### config.mk
export PLATFORM = sky130hd
export DESIGN_NAME = register_file
export DESIGN_NICKNAME = d
export VERILOG_FILES = /design/src/hdl/dual_issue_pkg.sv /design/src/hdl/register_file.sv
export SDC_FILE = /design/constraint.sdc
export NUM_CORES = 2
export LEC_CHECK = 0
export ABC_CLOCK_PERIOD_IN_PS = 5850
export BUFFER_PORTS_ARGS = -buffer_cell sky130_fd_sc_hd__buf_4
export CORE_MARGIN = 1.5
export CORE_UTILIZATION = 44
export CTS_CLUSTER_DIAMETER = 50
export DETAILED_ROUTE_END_ITERATION = 10
export GPL_ROUTABILITY_DRIVEN = 0
export SLEW_MARGIN = 5
export SYNTH_ARGS = -nofsm -noshare
export SYNTH_HDL_FRONTEND = slang
export SYNTH_SLANG_ARGS = --single-unit
### constraint.sdc
create_clock -name clk -period 5.85 [get_ports clk]
set_input_delay 0.8775 -clock clk [delete_from_list [all_inputs] [get_ports clk]]
set_output_delay 0.8775 -clock clk [all_outputs]
set_load 0.03 [all_outputs]
### src/hdl/dual_issue_pkg.sv
/* dual issue pipeline definitions */
package dual_issue_pkg;

    // widths
    localparam int addr_width = 8;
    localparam int data_width = 32;
    localparam int reg_addr_width = 5;
    localparam int reg_count = 32;

    // major opcodes
    localparam logic [5:0] op_rtype = 6'h00;
    localparam logic [5:0] op_addi = 6'h08;
    localparam logic [5:0] op_andi = 6'h0c;
    localparam logic [5:0] op_ori = 6'h0d;

    // funct field of r-type words
    localparam logic [5:0] fn_add = 6'h20;
    localparam logic [5:0] fn_sub = 6'h22;
    localparam logic [5:0] fn_and = 6'h24;
    localparam logic [5:0] fn_or = 6'h25;
    localparam logic [5:0] fn_xor = 6'h26;
    localparam logic [5:0] fn_slt = 6'h2a;
    localparam logic [5:0] fn_sll = 6'h00;
    localparam logic [5:0] fn_srl = 6'h02;

    localparam logic [addr_width-1:0] reset_pc = '0;

    typedef enum logic [2:0] {
        alu_add,
        alu_sub,
        alu_and,
        alu_or,
        alu_xor,
        alu_slt,
        alu_sll,
        alu_srl
    } alu_op_t;

    // one instruction word, seen as r or i format
    typedef union packed {
        struct packed {
            logic [5:0] opcode;
            logic [reg_addr_width-1:0] rs;
            logic [reg_addr_width-1:0] rt;
            logic [reg_addr_width-1:0] rd;
            logic [4:0] shamt;
            logic [5:0] funct;
        } r_fields;
        struct packed {
            logic [5:0] opcode;
            logic [reg_addr_width-1:0] rs;
            logic [reg_addr_width-1:0] rt;
            logic [15:0] imm16;
        } i_fields;
    } instr_t;

    typedef struct packed {
        logic [addr_width-1:0] pc;
        instr_t instr_a;
        instr_t instr_b;
        logic valid_a;
        logic valid_b;
    } fetch_packet_t;

    typedef struct packed {
        logic valid;
        logic reg_write;
        logic alu_src_imm;
        logic zero_ext;
        alu_op_t alu_op;
        logic [reg_addr_width-1:0] rs;
        logic [reg_addr_width-1:0] rt;
        logic [reg_addr_width-1:0] dest;
        logic [4:0] shamt;
        logic [data_width-1:0] immediate;
    } lane_ctrl_t;

    typedef struct packed {
        lane_ctrl_t ctrl;
        logic [data_width-1:0] rs_data;
        logic [data_width-1:0] rt_data;
    } lane_exec_t;

    // committed write, also the write port and forwarding source
    typedef struct packed {
        logic valid;
        logic [reg_addr_width-1:0] dest;
        logic [data_width-1:0] data;
    } retire_t;

endpackage

### src/hdl/register_file.sv
/* 2 write 4 read register file */
`timescale 1ns/100ps

module register_file (
    input  logic                                         clk,
    input  logic                                         reset,
    input  logic [dual_issue_pkg::reg_addr_width-1:0]    rd_index [4],
    output logic [dual_issue_pkg::data_width-1:0]        rd_data [4],
    input  dual_issue_pkg::retire_t                      retire_a,
    input  dual_issue_pkg::retire_t                      retire_b
);

    logic [dual_issue_pkg::data_width-1:0] regs [dual_issue_pkg::reg_count];

    // lane b written last so it wins on the same dest
    always_ff @(posedge clk)
    begin
        if (!reset)
            regs <= '{default: '0};
        else
        begin
            if (retire_a.valid)
                regs[retire_a.dest] <= retire_a.data;
            if (retire_b.valid)
                regs[retire_b.dest] <= retire_b.data;
        end
    end

    // write-through, newest value first
    always_comb
    begin
        for (int i = 0; i < 4; i++)
        begin
            if (retire_b.valid && retire_b.dest == rd_index[i])
                rd_data[i] = retire_b.data;
            else if (retire_a.valid && retire_a.dest == rd_index[i])
                rd_data[i] = retire_a.data;
            else
                rd_data[i] = regs[rd_index[i]];
        end
    end

    no_r0_write: assert property (
        @(posedge clk) disable iff (!reset)
        !(retire_a.valid && retire_a.dest == '0) && !(retire_b.valid && retire_b.dest == '0)
    );

endmodule

==> impl_metrics.ini <==
[run_status]
status = finished with violations
violations = max-capacitance violations, max-slew violations

[synth]
ys_async_sr_fraction_pct = 0
netlist_area_mm2 = 0.0827
synth_cells = 7711
ys_warn_count = 0
synth_enable_flop_cells = 0
avgSynthCellArea_um2 = 10.7
yosysSeqAreaShare_pct = 24.8
mappedNetlistNets = 7809
synth_cell_types = 38
ys_seq_elements = 1024
synth_ff_type = dfxtp_1

[sta]
fmax_mhz = 174
hold_viol_final = 0
grt_setup_unrepaired = no
relSlewSlack_pct = -6.78
fin_tns_setup_ns = 0
period_share_pct = 98.1
worst_pin_slew_ns = 1.58
fin_ws_ns = 0.111
slew_viol_final = 2
skew_ns = 0
min_period_ns = 5.74
setup_viol = 0
hold_slack_ns = 0.545

[grt]
antenna_found_initial = 49
grt.total_usage_pct = 41.2
gr-total-overflow = 0
grt_pass1_vias = 70249
grt_max_degree = 194
grt_pass1_wl_mm = 558

[place]
post-place-ws_ns = 0.880
portBuffers = 225
dp_hpwl_mm = 248
dpl-instance-area_mm2 = 0.0859

[pwr]
netSwitchingFraction_pct = 31.0
p_comb_share_pct = 17.7
power.leakage_nw = 47.3
power_density_mw_per_mm2 = 226
power.share.sequential_pct = 35.5
switchingPower_mw = 6.38
p_int_mw = 14.2
ir_worst_vdd_mv = 0.347
clkPwrFrac_pct = 46.9

[floorplan]
rows = 158
dieArea_mm2 = 0.190
ios = 226
dieWidth_um = 436
initial_core_util_pct = 44.4
die-height_um = 436
core_area_mm2 = 0.186

[worst_hold_path]
hp-class = in -> reg

[cells_and_area]
syn_to_final_growth_pct = 10.4
nNetsFinal = 7341
regMostFlops = regs
reg_top3 = regs: 1024 flops
largest_register_ffs = 1024
final_common_cell = mux2i_1
drive_gt1_share_pct = 25.3
final_area_mm2 = 0.0912
final_cell_mix = mux2i_1, nand2_1, mux4_2, o211a_1, dfxtp_1

[clock_network]
cts.clk_slew.worst_paths_ns = 0.06
cts_tree = yes
holdBufCountCts = 0
clk_path_buf_depth = 3
cts_resized = 0
htreeDepth = 4
numCtsBuffers = 148
clock-sinks = 1024
cts_setup_buffers = 0
clock_latency_ns = 0.82
ctsRootBufferMaster = clkbuf_16

[route]
detail-route-antenna-nets = 0
wirelength_mm = 406
avgViaCountPerCell = 7.68
drt_iter0_markers = 12846
dr.pass1.iters = 10
via_count = 75796
drc = 0
post_drt_wl_per_cell_um = 41.1

[worst_setup_path]
cp-start-kind = input port
cp.arrival_ns = 4.86
cp.required_ns = 4.97
critPathKind = in -> out
path_max_fanout = 40
end_kind = output pin

[run]
drv_cap = 1
-- final timing paths --
path,from,endpoint,slack (ns),cells after the start
setup / recovery,rd_index[0],rd_data[16],0.11,8
setup reg to reg,regs[591]$_SDFF_PN0_,regs[591]$_SDFF_PN0_,4.94,3
hold / removal,reset,regs[49]$_SDFF_PN0_,0.54,2
hold reg to reg,regs[939]$_SDFF_PN0_,regs[939]$_SDFF_PN0_,0.63,3
-- routing by layer --
metal | share of wire, % | GRT usage [%] | vias to the layer above | routed length (µm)
li1 | - | - | 29333 | -
met1 | 33 | 48.3 | 37720 | 136000
met2 | 41 | 56.9 | 6724 | 165000
met3 | 16 | 18.7 | 1973 | 63300
met4 | 10 | 35.2 | 46 | 41700
met5 | 0.084 | 0 | - | 341
-- cell type report --
type	instances	area [µm²]
Fill cell	16470	94800
Multi-Input combinational cell	5586	58100
Sequential cell	1024	20500
Clock buffer	198	4340
Timing Repair Buffer	481	4210
Tap cell	2480	3100
Clock inverter	71	851
Antenna cell	21	52.6
Inverter	2	10.0
-- power by group through the flow --
| stage | clock network [mW] | logic, mW | registers (mW) |
|---|---|---|---|
| after CTS | 9.64 | 3.44 | 7.28 |
| after floorplan | 0 | 2.18 | 7.37 |
| final | 9.65 | 3.63 | 7.30 |
| after global routing | 9.95 | 3.66 | 7.31 |
| after global placement | 0 | 3.39 | 7.42 |
| after detailed placement | 0 | 3.43 | 7.43 |
-- cell families after synthesis --
kind of cell	after synthesis	synth area share, %
muxes	2344	43.9
and+or+nand+nor	1644	8.21
AOI/OAI and AO/OA	1558	17.1
buffers and inverters	1101	5.61
DFF	1024	24.8
xor gates and xnor gates	40	0.424
-- worst max-delay path, cell delays in order --
cell and delay, ns:
buf_8 0.30, buf_4 0.72, mux4_2 0.63, a22oi_1 0.18, nand2_1 0.09, a222oi_1 1.01, nand2_1 0.52, buf_4 0.32
-- per-stage QoR --
step	util, %	instances	total power, mW
after CTS	49.0	9839	20.4
after global routing	49.0	9844	20.9
after floorplan	-	7711	9.55
after global placement	46.2	9570	10.8
after detailed placement	46.2	9570	10.9
final	49.0	9863	20.6
-- Yosys cell counts, types with 52 or more instances --
master    number  area, µm²
dfxtp_1     1024      20500
buf_1        105        394
nand3_1      279       1400
buf_4         52        390
mux4_2      1024      23100
nand2_1     1241       4660
clkbuf_1     727       2730
a221oi_1      84        736
a22oi_1      289       2170
o21ai_0      116        581
buf_2        208       1040
mux2i_1     1320      13200
o211a_1     1024      10200
Note: power is estimated with default switching activity, not from simulation.
