--- src/hdl/dual_issue_pkg.sv ---
/* dual issue pipeline definitions */
package dual_issue_pkg;

    // widths
    localparam int addr_width = 8;
    localparam int data_width = 32;
    localparam int reg_addr_width = 5;
    localparam int reg_count = 32;

    // major opcodes
    localparam logic [5:0] op_rtype = 6'h00;
    localparam logic [5:0] op_addi = 6'h08;
    localparam logic [5:0] op_andi = 6'h0c;
    localparam logic [5:0] op_ori = 6'h0d;

    // funct field of r-type words
    localparam logic [5:0] fn_add = 6'h20;
    localparam logic [5:0] fn_sub = 6'h22;
    localparam logic [5:0] fn_and = 6'h24;
    localparam logic [5:0] fn_or = 6'h25;
    localparam logic [5:0] fn_xor = 6'h26;
    localparam logic [5:0] fn_slt = 6'h2a;
    localparam logic [5:0] fn_sll = 6'h00;
    localparam logic [5:0] fn_srl = 6'h02;

    localparam logic [addr_width-1:0] reset_pc = '0;

    typedef enum logic [2:0] {
        alu_add,
        alu_sub,
        alu_and,
        alu_or,
        alu_xor,
        alu_slt,
        alu_sll,
        alu_srl
    } alu_op_t;

    // one instruction word, seen as r or i format
    typedef union packed {
        struct packed {
            logic [5:0] opcode;
            logic [reg_addr_width-1:0] rs;
            logic [reg_addr_width-1:0] rt;
            logic [reg_addr_width-1:0] rd;
            logic [4:0] shamt;
            logic [5:0] funct;
        } r_fields;
        struct packed {
            logic [5:0] opcode;
            logic [reg_addr_width-1:0] rs;
            logic [reg_addr_width-1:0] rt;
            logic [15:0] imm16;
        } i_fields;
    } instr_t;

    typedef struct packed {
        logic [addr_width-1:0] pc;
        instr_t instr_a;
        instr_t instr_b;
        logic valid_a;
        logic valid_b;
    } fetch_packet_t;

    typedef struct packed {
        logic valid;
        logic reg_write;
        logic alu_src_imm;
        logic zero_ext;
        alu_op_t alu_op;
        logic [reg_addr_width-1:0] rs;
        logic [reg_addr_width-1:0] rt;
        logic [reg_addr_width-1:0] dest;
        logic [4:0] shamt;
        logic [data_width-1:0] immediate;
    } lane_ctrl_t;

    typedef struct packed {
        lane_ctrl_t ctrl;
        logic [data_width-1:0] rs_data;
        logic [data_width-1:0] rt_data;
    } lane_exec_t;

    // committed write, also the write port and forwarding source
    typedef struct packed {
        logic valid;
        logic [reg_addr_width-1:0] dest;
        logic [data_width-1:0] data;
    } retire_t;

endpackage

--- src/hdl/decode_unit.sv ---
/* decode and in-packet hazard check */
`timescale 1ns/100ps

module decode_unit (
    input  logic                                         clk,
    input  logic                                         reset,
    input  dual_issue_pkg::fetch_packet_t                packet,
    output logic [dual_issue_pkg::reg_addr_width-1:0]    rd_index [4],
    input  logic [dual_issue_pkg::data_width-1:0]        rd_data [4],
    output logic                                         split,
    output dual_issue_pkg::lane_exec_t                   exec_a,
    output dual_issue_pkg::lane_exec_t                   exec_b
);

    dual_issue_pkg::lane_ctrl_t ctrl_a;
    dual_issue_pkg::lane_ctrl_t ctrl_b;
    logic b_is_rtype;

    function automatic dual_issue_pkg::lane_ctrl_t decode_lane(
        input dual_issue_pkg::instr_t word,
        input logic valid
    );
        dual_issue_pkg::lane_ctrl_t ctrl;
        ctrl = '0;
        ctrl.valid = valid;
        ctrl.reg_write = 1'b1;
        // rs and rt sit at the same bits in both formats
        ctrl.rs = word.r_fields.rs;
        ctrl.rt = word.r_fields.rt;
        if (word.r_fields.opcode == dual_issue_pkg::op_rtype)
        begin
            ctrl.dest = word.r_fields.rd;
            ctrl.shamt = word.r_fields.shamt;
            case (word.r_fields.funct)
                dual_issue_pkg::fn_add: ctrl.alu_op = dual_issue_pkg::alu_add;
                dual_issue_pkg::fn_sub: ctrl.alu_op = dual_issue_pkg::alu_sub;
                dual_issue_pkg::fn_and: ctrl.alu_op = dual_issue_pkg::alu_and;
                dual_issue_pkg::fn_or: ctrl.alu_op = dual_issue_pkg::alu_or;
                dual_issue_pkg::fn_xor: ctrl.alu_op = dual_issue_pkg::alu_xor;
                dual_issue_pkg::fn_slt: ctrl.alu_op = dual_issue_pkg::alu_slt;
                dual_issue_pkg::fn_sll: ctrl.alu_op = dual_issue_pkg::alu_sll;
                dual_issue_pkg::fn_srl: ctrl.alu_op = dual_issue_pkg::alu_srl;
                default: ctrl.reg_write = 1'b0;
            endcase
        end
        else
        begin
            ctrl.dest = word.i_fields.rt;
            ctrl.alu_src_imm = 1'b1;
            case (word.i_fields.opcode)
                dual_issue_pkg::op_addi: ctrl.alu_op = dual_issue_pkg::alu_add;
                dual_issue_pkg::op_andi:
                begin
                    ctrl.alu_op = dual_issue_pkg::alu_and;
                    ctrl.zero_ext = 1'b1;
                end
                dual_issue_pkg::op_ori:
                begin
                    ctrl.alu_op = dual_issue_pkg::alu_or;
                    ctrl.zero_ext = 1'b1;
                end
                default: ctrl.reg_write = 1'b0;
            endcase
            ctrl.immediate = {{(dual_issue_pkg::data_width-16){
                !ctrl.zero_ext && word.i_fields.imm16[15]}}, word.i_fields.imm16};
        end
        // no write to the hardwired r0
        if (ctrl.dest == '0)
            ctrl.reg_write = 1'b0;
        return ctrl;
    endfunction

    always_comb
    begin
        ctrl_a = decode_lane(packet.instr_a, packet.valid_a);
        ctrl_b = decode_lane(packet.instr_b, packet.valid_b);
    end

    assign rd_index[0] = ctrl_a.rs;
    assign rd_index[1] = ctrl_a.rt;
    assign rd_index[2] = ctrl_b.rs;
    assign rd_index[3] = ctrl_b.rt;

    // rt is only a source for r-type
    assign b_is_rtype = packet.instr_b.r_fields.opcode == dual_issue_pkg::op_rtype;
    assign split = ctrl_a.valid && ctrl_a.reg_write && ctrl_b.valid &&
                   (ctrl_a.dest == ctrl_b.rs || (b_is_rtype && ctrl_a.dest == ctrl_b.rt));

    always_ff @(posedge clk)
    begin
        exec_a <= '{ctrl: ctrl_a, rs_data: rd_data[0], rt_data: rd_data[1]};
        exec_b <= '{ctrl: ctrl_b, rs_data: rd_data[2], rt_data: rd_data[3]};
        // lane b of a split pair comes back next cycle as lane a
        exec_b.ctrl.valid <= ctrl_b.valid && !split;
        if (!reset)
        begin
            exec_a.ctrl.valid <= 1'b0;
            exec_b.ctrl.valid <= 1'b0;
        end
    end

    // held-back lane b arrives as the next lane a
    split_refetches_b: assert property (
        @(posedge clk) disable iff (!reset)
        split |=> packet.instr_a == $past(packet.instr_b)
    );

endmodule

--- config.mk ---
export PLATFORM = sky130hd
export DESIGN_NAME = decode_unit
export DESIGN_NICKNAME = d
export VERILOG_FILES = /design/src/hdl/dual_issue_pkg.sv /design/src/hdl/decode_unit.sv
export SDC_FILE = /design/constraint.sdc
export NUM_CORES = 1
export LEC_CHECK = 0
export BUFFER_PORTS_ARGS = -buffer_cell sky130_fd_sc_hd__buf_2
export CAP_MARGIN = 0
export CORE_AREA = 4 4 179 181
export DETAILED_ROUTE_END_ITERATION = 10
export DIE_AREA = 0 0 183 185
export GPL_ROUTABILITY_DRIVEN = 0
export PLACE_DENSITY_LB_ADDON = 0.05
export SKIP_CTS_REPAIR_TIMING = 1
export SYNTH_ARGS = -nofsm -noshare
export SYNTH_HDL_FRONTEND = slang
export SYNTH_SLANG_ARGS = --single-unit
--- constraint.sdc ---
create_clock -name clk -period 2.1 [get_ports clk]
set_input_delay 0.315 -clock clk [delete_from_list [all_inputs] [get_ports clk]]
set_output_delay 0.315 -clock clk [all_outputs]
set_load 0.02 [all_outputs]
==> results of run 1 <==
## stage by stage
| step | power, mW | hold slack [ps] | TNS [ps] | util (%) |
|---|---|---|---|---|
| after CTS | 9.69 | -153 | -203 | 30.4 |
| after floorplan | 5.00 | 343 | -22.7 | - |
| after global routing | 10.2 | 0.161 | -241 | 35.3 |
| final | 9.70 | 1.24 | -144 | 35.3 |
| after detailed placement | 5.50 | 419 | -478 | 27.8 |
| after global placement | 5.51 | 417 | -551 | 27.8 |
## routing by layer
metal / track usage, % / vias to the layer above
met5: 0 / -
met4: 3.64 / 0
met3: 5.38 / 33
met2: 23.9 / 243
met1: 12.9 / 2377
li1: - / 2641
## how the worst max path moves through the flow
stage | endpoint | depth (start not counted)
floorplan | exec_b[121] | 5
global placement | split | 8
detailed placement | exec_b[121] | 7
CTS | split | 8
global route | split | 8
finish | split | 8
## layout make-up
type	count	area share, %
Tap cell	396	4.61
Clock inverter	4	0.326
Inverter	10	0.349
Sequential cell	216	40.2
Timing Repair Buffer	639	37.5
Clock buffer	41	6.84
Antenna cell	1	0.0233
Multi-Input combinational cell	164	10.2
## critical path, cell delays in order
cell and delay [ps]:
buf_2 100, or3_4 400, nor4_4 200, buf_12 170
nand4_4 90, a211oi_2 280, o311a_1 200, buf_2 170
## sequential cells by signal (all words and copies together), names as in the netlist
signal and count:
exec_a 108, exec_b 108
## synth_stat cells (all sizes together)
cell type	instances	area share, %
nor3	9	0.77
nand2	22	1.4
a2111oi	2	0.62
nand3	7	0.60
and2	35	3.8
o21ai	4	0.34
mux2	4	0.77
a31oi	2	0.21
nand4	2	0.47
o311a	1	0.17
dfxtp	216	74
a211oi	2	0.34
xnor2	6	0.90
xor2	10	1.5
buf	51	6.6
nor4	6	0.90
o41ai	1	0.15
inv	10	0.64
nor2	13	0.96
o22ai	1	0.11
a311oi	1	0.15
or4b	1	0.17
a21oi	8	0.68
o31ai	2	0.26
o31a	1	0.15
o2111a	1	0.19
o21a	2	0.26
or3	4	0.51
nor2b	2	0.21
and2b	2	0.28
a32oi	2	0.30
or2	1	0.11
o211a	1	0.17
clkbuf	8	0.51
or4	1	0.13
and3	8	0.88
## cells by family (layout without fill, tap and decap cells)
kind of cell | Yosys count | after routing | share of synthesized area, %
simple gates | 113 | 113 | 11.2
mux | 4 | 4 | 0.768
xor+xnor | 16 | 16 | 2.39
other cells | 0 | 1 | 0
buf+inv | 69 | 694 | 7.75
flops | 216 | 216 | 73.8
compound gates | 31 | 31 | 4.10
## power breakdown
group          total (mW)  internal, mW  leakage (nW)  switching [mW]
logic                1.28         0.575          3.06           0.702
registers            4.35          4.31          1.81          0.0473
clock network        4.07          2.39         0.379            1.68
==> metrics, run 1 <==
status finished, violations left; failing checks setup timing; layout cells sized above 1 50.8%; Synth Register Bits 216; site row count 64; TritonCTS Sinks 216; Post-route DRC 0; Max Cap Viol 0; H-tree levels 1; top sig layer met4; Crit Path Class in2out; worst path required time 1780 ps; DP Cell Count 1,275; endpoints failing setup 1; Hold Path Class in2reg; routed metal-1 wirelength 8.82 mm; final worst setup slack -144 ps; Die Span Y 185 um; routed length per instance 16.7 um; DR vias 5,294; remaining antenna violation count 0; DR WL met3 2.35 mm; vias per cell 3.60; pre-CTS setup slack -272 ps; Cell variety after synth 48; Final Non-Filler Cells 1,471; commonest cells after routing, fill and taps aside buf_2 (462), dfxtp_1 (216), dlygate4sd3_1 (150); placed cell area 8470 um2; DR iter-0 viols 79; Post-Syn Area 5860 um2; crit path capture type output port; register area share after synthesis 73.8%; post-route cell area 10,800 um2; slew margin rel. 73.0%; # fillers 3,157; critical path peak fanout 7; area delta synth->final 83.5%; die area 33,900 um2; drt pass-1 iters 4; Tot GR Track Use 12.7%; CTS tree yes; syn_area_per_cell 13.1 um2; worst slew pin tran 401 ps; Max Clock Freq 446 MHz; multi-input logic area 1100 um2; Mapped Nets 653; commonest non-fill, non-tap cell in the layout buf_2; pin count of the biggest net entering global routing 23; routed wl met2 13.0 mm; crit path from packet[29]; Syn. warnings 0; hold path cells 2; CTS max path bufs 3; TritonCTS Buffers 25; Worst Hold Launch packet[9]; Die W 183 um; vias in the first global route 4,738; Hold Path End exec_b[71]; DP Wirelength 19.8 mm; initial antenna violation count 1; IO Count 471; clock slew at reported path FFs 50 ps; Cell Pwr Density 902 nW/um2; Final min period 2240 ps; Startpoint Class primary input; Post-layout nets 1,260; RSZ-0062 raised after global routing true; first-pass GRT wire length 31.9 mm; Port Buf Inserts 462; Final Hold Fails 0; crit path DAT 1930 ps; Final period util 107%; final wirelength 24.6 mm; Core Region 30,400 um2; max-slew violation count 0; CTS root buffer clkbuf_16; register area 4320 um2; Starting Density 19.3%; P_leak 5.25 nW; Max VDD drop 0.589 mV; remaining global-route overflow 0; number of cells produced by synthesis 449
Note: power is estimated with default switching activity, not from simulation.
==> inputs of run 2 (changes only) <==
Settings changed: SETUP_SLACK_MARGIN from default to 0.5.
==> metrics, run 2 (synthesized netlist as in run 1, its figures left out) <==
routed length per instance 16.5 um (-1.4%); IO Count 471 (unchanged); vias in the first global route 4,789 (+1.1%); final worst setup slack -149 ps (-4.63 ps); Final Total Pwr 10.0 mW (+3.1%); TritonCTS Sinks 216 (unchanged); Finished Core Util 35.8% (+0.49 points); P_leak 5.33 nW (+1.5%); Tot GR Track Use 12.9% (+0.14 points); max-slew violation count 0 (unchanged); crit path DAT 1930 ps (about the same); DP Wirelength 19.5 mm (-1.8%); largest registers exec_a: 108 flops, exec_b: 108 flops; site row count 64 (unchanged); Max VDD drop 0.493 mV (-16%); Hold Path Class in2reg; Crit Path Class in2out; Core Region 30,400 um2 (unchanged); Max Cap Viol 0 (unchanged); TritonCTS Buffers 26 (+4.0%); first-pass GRT wire length 32.4 mm (+1.5%); placed cell area 8490 um2 (+0.25%); CTS tree yes; DR vias 5,308 (+0.26%); initial antenna violation count 2 (+1); slew margin rel. 74.9% (+1.9 points); pre-CTS setup slack -278 ps (-5.71 ps); WHS 10.2 ps (+8.96 ps); worst path required time 1780 ps (about the same); commonest cells after routing, fill and taps aside buf_2 (461), dfxtp_1 (214), dlygate4sd3_1 (149); Max Clock Freq 445 MHz (-0.21%); drt pass-1 iters 4 (unchanged); Final Non-Filler Cells 1,482 (+0.75%); vias per cell 3.58 (-0.48%); failing checks setup timing; Final min period 2250 ps (+4.63 ps); Die W 183 um (unchanged); status finished, violations left; Final period util 107% (+0.22 points); Port Buf Inserts 462 (unchanged); clock slew at reported path FFs 60 ps (about the same); Starting Density 19.3% (unchanged); worst slew pin tran 376 ps (-25.1 ps); commonest non-fill, non-tap cell in the layout buf_2; Post-layout nets 1,269 (+0.71%); crit path capture type output port; DP Cell Count 1,277 (+0.16%); Cell Pwr Density 917 nW/um2 (+1.6%); layout cells sized above 1 51.6% (+0.73 points); pin count of the biggest net entering global routing 23 (unchanged); CTS max path bufs 3 (unchanged); CTS root buffer clkbuf_16; post-route cell area 10,900 um2 (+1.4%); DR iter-0 viols 123 (+56%); area delta synth->final 86.0%; RSZ-0062 raised after global routing true; final wirelength 24.5 mm (-0.64%); post-route setup TNS -238 ps (-93.2 ps); Die Span Y 185 um (unchanged); die area 33,900 um2 (unchanged); endpoints failing setup 2 (+1); remaining global-route overflow 0 (unchanged); Post-route DRC 0 (unchanged); Final Hold Fails 0 (unchanged); Startpoint Class primary input; H-tree levels 1 (unchanged); remaining antenna violation count 0 (unchanged); critical path peak fanout 6 (-1)
run 2: per-layer routing:
layer  vias to the layer above  global-route usage [%]  part of all wire [%]
met2                       243                    23.8                    52
met1                      2379                    13.1                    35
met5                         -                       0                     0
met3                        32                    6.07                    11
li1                       2654                       -                     -
met4                         0                    3.28                   1.7
run 2: power breakdown:
part           switching, mW  internal, mW  total, mW
Combinational          0.699         0.580       1.28
Sequential            0.0475          4.31       4.36
Clock                   1.72          2.64       4.36
run 2: final timing paths:
path | start | cells past startpoint | slack [ps] | endpoint
worst max-delay path | packet[29] | 8 | -150 | split
worst min-delay path | packet[10] | 2 | 10 | exec_b[72]
run 2: cell type report:
| cell class | count | area (um2) |
|---|---|---|
| clock buffers | 40 | 733 |
| well taps | 396 | 495 |
| fillers | 3142 | 19500 |
| repair buffers | 647 | 4110 |
| clock inverters | 7 | 96.3 |
| multi-input cells | 164 | 1100 |
| flip-flops and latches | 216 | 4330 |
| diodes | 2 | 5.00 |
| inverters | 10 | 37.5 |
run 2: critical path: stages:
cell,delay (ps)
buf_6,90
or3_4,400
nor4_4,200
buf_12,160
nand4_4,80
a211oi_2,310
o311a_1,210
buf_2,170
