$ cat config.mk
export PLATFORM = sky130hd
export DESIGN_NAME = fetch_unit
export DESIGN_NICKNAME = d
export VERILOG_FILES = /design/src/hdl/dual_issue_pkg.sv /design/src/hdl/fetch_unit.sv
export SDC_FILE = /design/constraint.sdc
export NUM_CORES = 1
export LEC_CHECK = 0
export BUFFER_PORTS_ARGS = -buffer_cell sky130_fd_sc_hd__buf_2
export CAP_MARGIN = 10
export CORE_ASPECT_RATIO = 1.4
export CORE_MARGIN = 2
export CORE_UTILIZATION = 44
export DETAILED_ROUTE_END_ITERATION = 8
export HOLD_SLACK_MARGIN = 0.1
export PLACE_DENSITY = 0.88
export RECOVER_POWER = 25
export REMOVE_ABC_BUFFERS = 1
export SYNTH_ARGS = -nofsm -noshare
export SYNTH_HDL_FRONTEND = slang
export SYNTH_SLANG_ARGS = --single-unit
export TNS_END_PERCENT = 100
$ cat constraint.sdc
create_clock -name clk -period 2.64 [get_ports clk]
set_input_delay 0.528 -clock clk [delete_from_list [all_inputs] [get_ports clk]]
set_output_delay 0.528 -clock clk [all_outputs]
set_load 0.01 [all_outputs]
$ cat src/hdl/dual_issue_pkg.sv
/* dual issue pipeline definitions */
package dual_issue_pkg;

    // widths
    localparam int addr_width = 8;
    localparam int data_width = 32;
    localparam int reg_addr_width = 5;
    localparam int reg_count = 32;

    // major opcodes
    localparam logic [5:0] op_rtype = 6'h00;
    localparam logic [5:0] op_addi = 6'h08;
    localparam logic [5:0] op_andi = 6'h0c;
    localparam logic [5:0] op_ori = 6'h0d;

    // funct field of r-type words
    localparam logic [5:0] fn_add = 6'h20;
    localparam logic [5:0] fn_sub = 6'h22;
    localparam logic [5:0] fn_and = 6'h24;
    localparam logic [5:0] fn_or = 6'h25;
    localparam logic [5:0] fn_xor = 6'h26;
    localparam logic [5:0] fn_slt = 6'h2a;
    localparam logic [5:0] fn_sll = 6'h00;
    localparam logic [5:0] fn_srl = 6'h02;

    localparam logic [addr_width-1:0] reset_pc = '0;

    typedef enum logic [2:0] {
        alu_add,
        alu_sub,
        alu_and,
        alu_or,
        alu_xor,
        alu_slt,
        alu_sll,
        alu_srl
    } alu_op_t;

    // one instruction word, seen as r or i format
    typedef union packed {
        struct packed {
            logic [5:0] opcode;
            logic [reg_addr_width-1:0] rs;
            logic [reg_addr_width-1:0] rt;
            logic [reg_addr_width-1:0] rd;
            logic [4:0] shamt;
            logic [5:0] funct;
        } r_fields;
        struct packed {
            logic [5:0] opcode;
            logic [reg_addr_width-1:0] rs;
            logic [reg_addr_width-1:0] rt;
            logic [15:0] imm16;
        } i_fields;
    } instr_t;

    typedef struct packed {
        logic [addr_width-1:0] pc;
        instr_t instr_a;
        instr_t instr_b;
        logic valid_a;
        logic valid_b;
    } fetch_packet_t;

    typedef struct packed {
        logic valid;
        logic reg_write;
        logic alu_src_imm;
        logic zero_ext;
        alu_op_t alu_op;
        logic [reg_addr_width-1:0] rs;
        logic [reg_addr_width-1:0] rt;
        logic [reg_addr_width-1:0] dest;
        logic [4:0] shamt;
        logic [data_width-1:0] immediate;
    } lane_ctrl_t;

    typedef struct packed {
        lane_ctrl_t ctrl;
        logic [data_width-1:0] rs_data;
        logic [data_width-1:0] rt_data;
    } lane_exec_t;

    // committed write, also the write port and forwarding source
    typedef struct packed {
        logic valid;
        logic [reg_addr_width-1:0] dest;
        logic [data_width-1:0] data;
    } retire_t;

endpackage

$ cat src/hdl/fetch_unit.sv
/* pair fetch and fetch/decode register */
`timescale 1ns/100ps

module fetch_unit (
    input  logic                                     clk,
    input  logic                                     reset,
    input  logic                                     split,
    input  dual_issue_pkg::instr_t                   fetch_instr_a,
    input  dual_issue_pkg::instr_t                   fetch_instr_b,
    output logic [dual_issue_pkg::addr_width-1:0]    fetch_pc,
    output dual_issue_pkg::fetch_packet_t            packet
);

    // one word consumed on a split, two otherwise
    always_ff @(posedge clk)
    begin
        if (!reset)
            fetch_pc <= dual_issue_pkg::reset_pc;
        else
            fetch_pc <= fetch_pc + (split ? 2'd1 : 2'd2);
    end

    // on a split the held-back lane b moves up to lane a
    always_ff @(posedge clk)
    begin
        if (split)
        begin
            packet.pc <= packet.pc + 1'b1;
            packet.instr_a <= packet.instr_b;
            packet.instr_b <= fetch_instr_a;
        end
        else
        begin
            packet.pc <= fetch_pc;
            packet.instr_a <= fetch_instr_a;
            packet.instr_b <= fetch_instr_b;
        end
        packet.valid_a <= reset;
        packet.valid_b <= reset;
    end

    // a valid packet stays two words behind the fetch pc
    pc_align_check: assert property (
        @(posedge clk) disable iff (!reset)
        packet.valid_a |-> fetch_pc - packet.pc == 2'd2
    );

endmodule

==> summary.md, run 1 <==
| Metric | Value |
|---|---|
| Setup crit end kind | flip-flop |
| Antenna violations before repair | 0 |
| Max-slew violation count | 0 |
| Yosys top cell area share | between 50% and 60% |
| Via count | 2186 |
| GRT Total Usage | ~17% |
| Iteration-0 DRC count of the detailed router | 60 |
| Post-synthesis sequential area ratio | between 50% and 60% |
| Final hold violation count | 0 |
| Setup Fix Bufs, Post-CTS | 0 |
| Post-DP HPWL | ~4700 µm |
| Leakage | 1.75 nW |
| GPL Wtd Cong | about 0.73 |
| Port-buffer cells | ~150 |
| CTS Hold Bufs | 0 |
| CP Data Arrival Time | 1.88 ns |
| Top-count cell post-synth | dfxtp_1 |
| Normalized max-slew margin | a little over a third |
| Number of global-route vias before repair | between 2000 and 2500 |
| TritonCTS clock tree | yes |
| Final Cycle Share | between 60% and 70% |
| Layout cells sized above 1 | around three fifths |
| Netlist Area Pre-Place | 2780 µm² |
| TNS Setup | 0 ns |
| Peak supply drop | around 0.43 mV |
| Chip Width | just over 70 µm |
| Ys async rst share | 0% |
| CTS buffer count | 9 |
| Cell taking the most area after synthesis | dfxtp_1 |
| Fin Hold WS | around 0.4 ns |
| Residual DRC | 0 |
| First-pass GRT wire length | roughly 9400 µm |
| Post-Route Skew | between 0.009 and 0.01 ns |
| Avg Cell Area, Syn | 12.8 µm² |
| Ys flop type | dfxtp_1 |
| Synth cell count leaders | 81 x dfxtp_1, 65 x mux2_2, 8 x buf_2, 8 x nor2_1, 7 x a21oi_1 |
| CP required | between 2 and 3 ns |
| Synth cell types | 25 |
| Routed Antenna Nets | 0 |
| Post-CTS resize count | 0 |
| Unrepaired setup endpoints after global routing | false |
| Worst-Skew Late Latency | ~0.34 ns |
| Cells after synthesis | 217 |
| Tot Pwr | about 2.7 mW |
| Fin crit period | ~1.7 ns |
| Largest net degree at the start of global routing | 43 |
| Yosys reg bits | 81 |
| Die Ht | between 90 and 100 µm |
| H-tree depth | 3 |
| Outcome | completed |
| Area grow syn2layout | 35.4% |
| CORE AREA | approximately 6200 µm² |
| Nets | 439 |
| Ys Warns | 0 |
| Sink Count | 81 |
| Deepest clock path buffer count | 2 |
| DR pass1 iterations | 4 |
| CTS Root Cell | clkbuf_8 |
| Critical path type | in2reg |
| Crit-path max FO | 42 |
| Max-cap viol count | 0 |
| I/O pin total | approximately 150 |
| # fillers | around 510 |
| Min-delay worst type | in2reg |
| Vias per cell | slightly below 5 |
| Routed WL per cell | between 10 and 15 µm |
| FMAX | between 0.6 and 0.7 GHz |
| Top cells by area, synth | dfxtp_1 58%, mux2_2 26%, buf_2 1.4% |
| Wirelength, routed | 5860 µm |
| P per Cell Area | slightly above 700 nW/µm² |
| Starting Density | approximately 45% |
| Antenna Cells | 0 |
| CTS clk-pin slew, worst paths | 0.08 ns |
| EDFF count, synth | 0 |
| Startpoint Class | input port |
| Remaining Overflow, GRT | 0 |
| DIE AREA | about 7000 µm² |
| Least-Margin Pin Slew | 0.966 ns |
| Setup violations, final | 0 |
| # rows | 34 |
-- per-layer routing --
metal	vias up	wire [µm]	track usage [%]
met5	-	0	0
met4	0	199	11.2
met3	18	287	4.44
met2	77	3560	34.7
met1	1033	1810	13.9
li1	1058	-	-
-- where the power goes --
part	total (mW)	leakage (nW)	internal (mW)	switching [mW]
Clock	0.882	0.0953	0.460	0.423
Sequential	1.39	0.681	1.33	0.0576
Combinational	0.397	0.973	0.212	0.185
Total	2.67	1.75	2.00	0.665
-- cells in the final DEF (no fill, tap or decap), types with 2 or more instances in the layout --
master,instances
a21oi_1,7
a31oi_1,3
and2_1,2
buf_2,146
clkbuf_1,3
clkbuf_8,10
clkinv_2,2
clkinvlp_4,2
dfxtp_1,81
ha_1,3
inv_1,3
mux2_2,65
nand2_1,6
nand3_1,5
nor2_1,8
o21ai_0,6
or3_1,4
xnor2_1,2
xor2_1,3
-- flip-flops by register name, summed over array words and instances (netlist names) --
name and flops:
packet 73, fetch_pc 8
-- kinds of logic after synthesis --
family / synth area share [%]
AOI/OAI and AO/OA: 3.29
xor gates and xnor gates: 1.58
adders and majority gates: 2.07
buffers and inverters: 2.52
DFF: 58.4
muxes: 26.7
and+or+nand+nor: 5.37
-- through the flow --
step                      setup WS [ns]  instance area (µm²)  instances  utilization, %
after floorplan                    1.09                 2720        207               -
after global placement            0.900                 3570        429            57.8
after detailed placement          0.853                 3570        429            57.8
after CTS                          1.12                 3760        445            61.0
after global routing              0.849                 3760        445            60.9
final                             0.980                 3760        445            60.9
-- final timing paths --
kind | startpoint | cells after the start | slack (ns) | end
worst max-delay path | split | 3 | 0.98 | packet[45]
worst min-delay path | reset | 1 | 0.40 | packet[0]
worst max register to register | fetch_pc[0] | 5 | 1.24 | fetch_pc[6]
worst min register to register | packet[33] | 1 | 0.47 | packet[65]
-- critical path, cell delays in order --
cell and delay, ns:
clkbuf_1 0.14, clkbuf_2 0.77, mux2_2 0.42
-- cell type report --
| cell class | instances | area [µm²] | share of cell area, % |
|---|---|---|---|
| multi-input cells | 122 | 1080 | 28.8 |
| inverters | 4 | 15.0 | 0.400 |
| clock buffers | 11 | 141 | 3.76 |
| flip-flops and latches | 81 | 1620 | 43.2 |
| repair buffers | 150 | 751 | 20.0 |
| well taps | 72 | 90.1 | 2.40 |
| clock inverters | 5 | 55.1 | 1.47 |
Note: power is estimated with default switching activity, not from simulation.
==> run 2, diff against run 1 <==
==> constraint.sdc (replaced) <==
create_clock -name clk -period 1.6 [get_ports clk]
set_input_delay 0.32 -clock clk [delete_from_list [all_inputs] [get_ports clk]]
set_output_delay 0.32 -clock clk [all_outputs]
set_load 0.01 [all_outputs]
==> summary.md, run 2 (synthesis gave the netlist of run 1 again) <==
| Metric | Value |
|---|---|
| Outcome | completed (unchanged) |
| Port-buffer cells | 148 (unchanged) |
| Worst r2r dst | fetch_pc[3] (was fetch_pc[6]) |
| Antenna violations before repair | 0 (unchanged) |
| Seq pwr share | 51.8% (was 52.1%) |
| Normalized max-slew margin | 38.9% (was 35.6%) |
| Residual DRC | 0 (unchanged) |
| Routed WL per cell | 13.2 µm (about the same) |
| Sink Count | 81 (unchanged) |
| CTS Hold Bufs | 0 (unchanged) |
| # fillers | 521 (was 512) |
| GRT Total Usage | 17.2% (was 17.3%) |
| Final hold violation count | 0 (unchanged) |
| Min-delay worst type | in2reg (unchanged) |
| Internal power | 3.32 mW (was 2.00 mW) |
| Routed Antenna Nets | 0 (unchanged) |
| Via count | 2212 (was 2186) |
| Antenna Cells | 0 (unchanged) |
| Commonest cells after routing, fill and taps aside | 146 x buf_2, 81 x dfxtp_1, 65 x mux2_2 (unchanged) |
| Peak supply drop | 0.899 mV (was 0.426 mV) |
| Switching power total | 1.09 mW (was 665 µW) |
| Wirelength, routed | 5890 µm (was 5860 µm) |
| CTS buffer count | 9 (unchanged) |
| Worst-Skew Late Latency | 0.33 ns (was 0.34 ns) |
| Max-cap viol count | 0 (unchanged) |
| Combinational share of power | 15.1% (was 14.9%) |
| Crit-path max FO | 5 (was 42) |
| CORE AREA | 6170 µm² (unchanged) |
| GPL Wtd Cong | 0.789 (was 0.726) |
| Leakage | 1.75 nW (about the same) |
| Clk network pwr share | 33.0% (was 33.1%) |
| Most common cell after layout, fill and taps aside | buf_2 (unchanged) |
| Iteration-0 DRC count of the detailed router | 61 (was 60) |
| Worst hold path cell count | 2 (was 1) |
| Max reg flops | 73 (unchanged) |
| Multi-input logic area | 1080 µm² (unchanged) |
| CTS clk-pin slew, worst paths | 0.08 ns (about the same) |
| Unrepaired setup endpoints after global routing | false (unchanged) |
| Max-slew violation count | 0 (unchanged) |
| I/O pin total | 149 (unchanged) |
| Chip Width | 71.1 µm (unchanged) |
| Switch share | 24.8% (was 24.9%) |
| First-pass GRT wire length | 9440 µm (was 9430 µm) |
| Setup crit end kind | flip-flop (unchanged) |
| CP Data Arrival Time | 1.67 ns (was 1.88 ns) |
| DIE AREA | 6970 µm² (unchanged) |
| Die Ht | 98.0 µm (unchanged) |
| FMAX | 0.709 GHz |
| Reg2reg start | fetch_pc[1] (was fetch_pc[0]) |
| Hold Path Sink | packet[7] (was packet[0]) |
| Post-Route Skew | 0.00539 ns (was 0.00907 ns) |
| Largest regs | packet x73, fetch_pc x8 (unchanged) |
| P per Cell Area | 1170 nW/µm² (was 710 nW/µm²) |
| H-tree depth | 3 (unchanged) |
| TNS Setup | 0 ns (unchanged) |
| Final Cycle Share | roughly nine tenths |
| Nets | 440 (was 439) |
| Startpoint Class | flip-flop (was input port) |
| Setup Fix Bufs, Post-CTS | 0 (unchanged) |
| Deepest clock path buffer count | 2 (unchanged) |
| Least-Margin Pin Slew | 0.917 ns (was 0.966 ns) |
| Critical path type | reg2reg (was in2reg) |
| Setup violations, final | 0 (unchanged) |
| CTS Root Cell | clkbuf_8 (unchanged) |
| Post-CTS resize count | 0 (unchanged) |
| DR pass1 iterations | 4 (unchanged) |
| TritonCTS clock tree | yes (unchanged) |
| Post-DP HPWL | 4640 µm (was 4690 µm) |
| Starting Density | 45.0% (unchanged) |
| Number of global-route vias before repair | 2229 (was 2306) |
| Vias per cell | 4.96 (was 4.91) |
| Remaining Overflow, GRT | 0 (unchanged) |
| R2R setup slack | 0.19 ns (was 1.24 ns) |
| R2R depth | 4 (was 5) |
| Area grow syn2layout | 35.6% (was 35.4%) |
| Tot Pwr | 4.41 mW (was 2.67 mW) |
| Top reg by flops | packet (unchanged) |
| Largest net degree at the start of global routing | 41 (was 43) |
| CP required | 1.86 ns (was 2.86 ns) |
| # rows | 34 (unchanged) |
| Layout cells sized above 1 | 61.5% (was 61.7%) |
| Hold path start | fetch_instr_b[5] (was reset) |
| Reg area | 1620 µm² (unchanged) |
| Fin crit period | roughly 1.4 ns |
==> run 2: cell types whose count changed in the layout (fill, tap and decap cells not counted), sizes merged <==
cell | previous run | this run
clkbuf | 14 | 16
clkinvlp | 2 | 3
clkinv | 2 | 0
==> run 2: worst max path at each step <==
stage	from	endpoint	slack (ns)	cells after the start
after floorplan	fetch_pc[0]	fetch_pc[4]	0.25	5
after global placement	split	fetch_pc[3]	0.06	6
after detailed placement	split	fetch_pc[5]	-0.002	6
after CTS	fetch_pc[1]	fetch_pc[5]	0.18	4
after global routing	split	packet[49]	0.03	3
final	fetch_pc[1]	fetch_pc[3]	0.19	4
==> run 2: worst max-delay path, cell delays in order (launching register included) <==
cell     delay (ns)
dfxtp_1        0.36
ha_1           0.29
a21oi_1        0.13
or3_2          0.43
a21oi_1        0.14
==> run 2: metal layers <==
layer / global-route usage (%) / routed length (µm) / vias to the layer above / share of wire [%]
met5: 0 / 0 / - / 0
met4: 5.66 / 62 / 0 / 1.1
met3: 6.09 / 327 / 6 / 5.5
met2: 34.8 / 3610 / 72 / 61
met1: 14.8 / 1890 / 1071 / 32
li1: - / - / 1063 / -
==> run 2: per-stage QoR <==
step	utilization (%)	hold WS, ns	setup slack [ns]	std cells	area (µm²)
floorplan	-	0.348	0.248	207	2720
global placement	57.9	0.454	0.0592	430	3570
detailed placement	57.9	0.466	-0.00188	430	3570
CTS	61.1	0.163	0.182	446	3770
global route	61.0	0.182	0.0308	446	3760
finish	61.0	0.208	0.190	446	3760
==> run 2: cell type report <==
| cell class | count | area share (%) |
|---|---|---|
| clock buffer | 12 | 3.86 |
| clock inverter | 4 | 1.40 |
| inverter | 4 | 0.399 |
| multi-input combinational | 122 | 28.8 |
| sequential | 81 | 43.1 |
| tap | 72 | 2.39 |
| timing repair buffer | 151 | 20.1 |
==> run 2: power by group through the flow <==
stage               clock [mW]  combinational, mW  sequential [mW]
floorplan                    0              0.229             2.43
global placement             0              0.649             2.32
detailed placement           0              0.677             2.34
CTS                       1.51              0.679             2.29
global route              1.57              0.734             2.31
finish                    1.46              0.667             2.29
==> run 3, diff against run 2 <==
--- a/config.mk
+++ b/config.mk
@@ -15,6 +15,7 @@
 export PLACE_DENSITY = 0.88
 export RECOVER_POWER = 25
 export REMOVE_ABC_BUFFERS = 1
+export SKIP_LAST_GASP = 1
 export SYNTH_ARGS = -nofsm -noshare
 export SYNTH_HDL_FRONTEND = slang
 export SYNTH_SLANG_ARGS = --single-unit
==> constraint.sdc (replaced) <==
create_clock -name clk -period 1.3 [get_ports clk]
set_input_delay 0.26 -clock clk [delete_from_list [all_inputs] [get_ports clk]]
set_output_delay 0.26 -clock clk [all_outputs]
set_load 0.01 [all_outputs]
==> summary.md, run 3 (synthesis gave the netlist of run 1 again) <==
| Metric | Value |
|---|---|
| Layout cells sized above 1 | 66.5% (was 61.5%) |
| Deepest clock path buffer count | 2 (unchanged) |
| Max-slew violation count | 0 (unchanged) |
| Max reg flops | 73 (unchanged) |
| Least-Margin Pin Slew | 0.466 ns (was 0.917 ns) |
| Fin crit period | 1.32 ns (was 1.41 ns) |
| Outcome | finished, violations left (was completed) |
| CTS clk-pin slew, worst paths | 0.08 ns (about the same) |
| Most common cell after layout, fill and taps aside | buf_2 (unchanged) |
| # rows | 34 (unchanged) |
| Final Cycle Share | 102% (was 88.2%) |
| P per Cell Area | 1370 nW/µm² (was 1170 nW/µm²) |
| Vias per cell | 4.83 (was 4.96) |
| Met2 Usage GRT | 36.7% (was 34.8%) |
| Chip Width | 71.1 µm (unchanged) |
| Leakage | 1.79 nW (was 1.75 nW) |
| Min-delay worst type | in2reg (unchanged) |
| CP top delay family | compound AO/OA/AOI/OAI gates (was simple AND/OR/NAND/NOR gates) |
| Starting Density | 45.0% (unchanged) |
| Fin Hold WS | 0.142 ns (was 0.208 ns) |
| CTS Root Cell | clkbuf_8 (unchanged) |
| I/O pin total | 149 (unchanged) |
| Largest net degree at the start of global routing | 41 (unchanged) |
| Max-cap viol count | 0 (unchanged) |
| Routed Antenna Nets | 0 (unchanged) |
| Top reg by flops | packet (unchanged) |
| Residual DRC | 0 (unchanged) |
| Top Usage Layer GRT | met2 (unchanged) |
| Final hold violation count | 0 (unchanged) |
| Inst Count DP | 435 (was 430) |
| GPL Wtd Cong | 0.715 (was 0.789) |
| Number of global-route vias before repair | 2367 (was 2229) |
| Remaining Overflow, GRT | 0 (unchanged) |
| Wirelength, routed | 5970 µm (was 5890 µm) |
| Antenna violations before repair | 0 (unchanged) |
| FMAX | 0.756 GHz (was 0.709 GHz) |
| Die Ht | 98.0 µm (unchanged) |
| GRT Total Usage | 17.5% (was 17.2%) |
| Routed WL per cell | 13.1 µm (was 13.2 µm) |
| Post-DP HPWL | 4660 µm (was 4640 µm) |
| Violated checks | negative setup slack |
| Final setup margin | -0.0236 ns (was 0.190 ns) |
| Post-Route Skew | 0.00711 ns (was 0.00539 ns) |
| Final Instance Count excl. Fillers | 454 (was 446) |
| CP required | 1.52 ns (was 1.86 ns) |
| Normalized max-slew margin | 68.9% (was 38.9%) |
| Crit-path max FO | 5 (unchanged) |
| Largest regs | packet x73, fetch_pc x8 (unchanged) |
| Area grow syn2layout | 39.5% (was 35.6%) |
| Critical path type | reg2reg (unchanged) |
| Post-layout util | 62.8% (was 61.0%) |
| Setup crit end kind | flip-flop (unchanged) |
| Met3 global-route usage | 4.44% (was 6.09%) |
| Setup violations, final | 5 (was 0) |
| DIE AREA | 6970 µm² (unchanged) |
| Reg2reg start | fetch_pc[1] (unchanged) |
| CTS buffer count | 9 (unchanged) |
| Nets | 449 (was 440) |
| Startpoint Class | flip-flop (unchanged) |
| Via count | 2193 (was 2212) |
| Cells along the critical path | ha_1, a21oi_2, buf_4, o31ai_1, a21oi_2 (was ha_1, a21oi_1, or3_2, a21oi_1) |
| First-pass GRT wire length | 9680 µm (was 9440 µm) |
| Hold path start | fetch_instr_b[8] (was fetch_instr_b[5]) |
| Commonest cells after routing, fill and taps aside | 148 x buf_2, 78 x dfxtp_1, 65 x mux2_2 (was 146 x buf_2, 81 x dfxtp_1, 65 x mux2_2) |
| DR pass1 iterations | 4 (unchanged) |
| Port-buffer cells | 148 (unchanged) |
| Worst-Skew Late Latency | 0.33 ns (about the same) |
| CORE AREA | 6170 µm² (unchanged) |
| Iteration-0 DRC count of the detailed router | 78 (was 61) |
| TritonCTS clock tree | yes (unchanged) |
| H-tree depth | 3 (unchanged) |
| CP Data Arrival Time | 1.54 ns (was 1.67 ns) |
| Antenna Cells | 0 (unchanged) |
| M1 GR Usage | 13.5% (was 14.8%) |
| Crit-path max cell delay | 0.34 ns (was 0.43 ns) |
| Most used cell, CP | a21oi_2 (was a21oi_1) |
| Slowest CP cell | dfxtp_2 (was or3_2) |
| Peak supply drop | 1.20 mV (was 0.899 mV) |
| Unrepaired setup endpoints after global routing | true (was false) |
| Sink Count | 81 (unchanged) |
| CP Launch Point | fetch_pc[1] (unchanged) |
| Buf/Inv on CP | 1 (was 0) |
## run 3: per-layer routing
| layer | share of wire, % | vias to the layer above |
|---|---|---|
| li1 | - | 1079 |
| met2 | 61 | 71 |
| met4 | 2.2 | 0 |
| met3 | 5.8 | 14 |
| met5 | 0 | - |
| met1 | 31 | 1029 |
## run 3: where the power goes
group	internal [mW]	total, mW	switching (mW)
clock	0.735	1.58	0.843
combinational	0.489	0.900	0.411
sequential	2.71	2.82	0.112
## run 3: what timing repair did
| item | 4_1_cts | 5_1_grt |
|---|---|---|
| hold buffers | 1 | 0 |
| setup endpoints to repair | 4 | 7 |
| gates resized for setup | 7 | 8 |
| endpoints found under the hold margin | 1 | 0 |
| buffers inserted | 1 | 2 |
| pin swaps | 5 | 4 |
## run 3: area by class of cell
cell class / instances / area [µm²]
fill: 489 / 2300
tap: 72 / 90.1
clock buffer: 11 / 141
inverter: 4 / 15.0
multi-input combinational: 122 / 1140
timing repair buffer: 160 / 833
clock inverter: 4 / 30.0
sequential: 81 / 1630
## run 3: per-stage QoR
step	power [mW]	setup slack, ns	area (µm²)	TNS, ns
floorplan	3.27	-0.0520	2720	-0.128
global placement	3.69	-0.178	3610	-0.719
detailed placement	3.74	-0.227	3610	-1.82
CTS	5.36	-0.0269	3820	-0.0375
global route	5.58	-0.0603	3870	-0.346
finish	5.30	-0.0236	3870	-0.0716
## run 3: worst paths after layout
path                  to  slack (ns)  depth (start not counted)
max reg2reg  fetch_pc[5]       -0.02                          5
max          fetch_pc[5]       -0.02                          5
min           packet[10]        0.14                          2
min reg2reg   packet[54]        0.48                          1
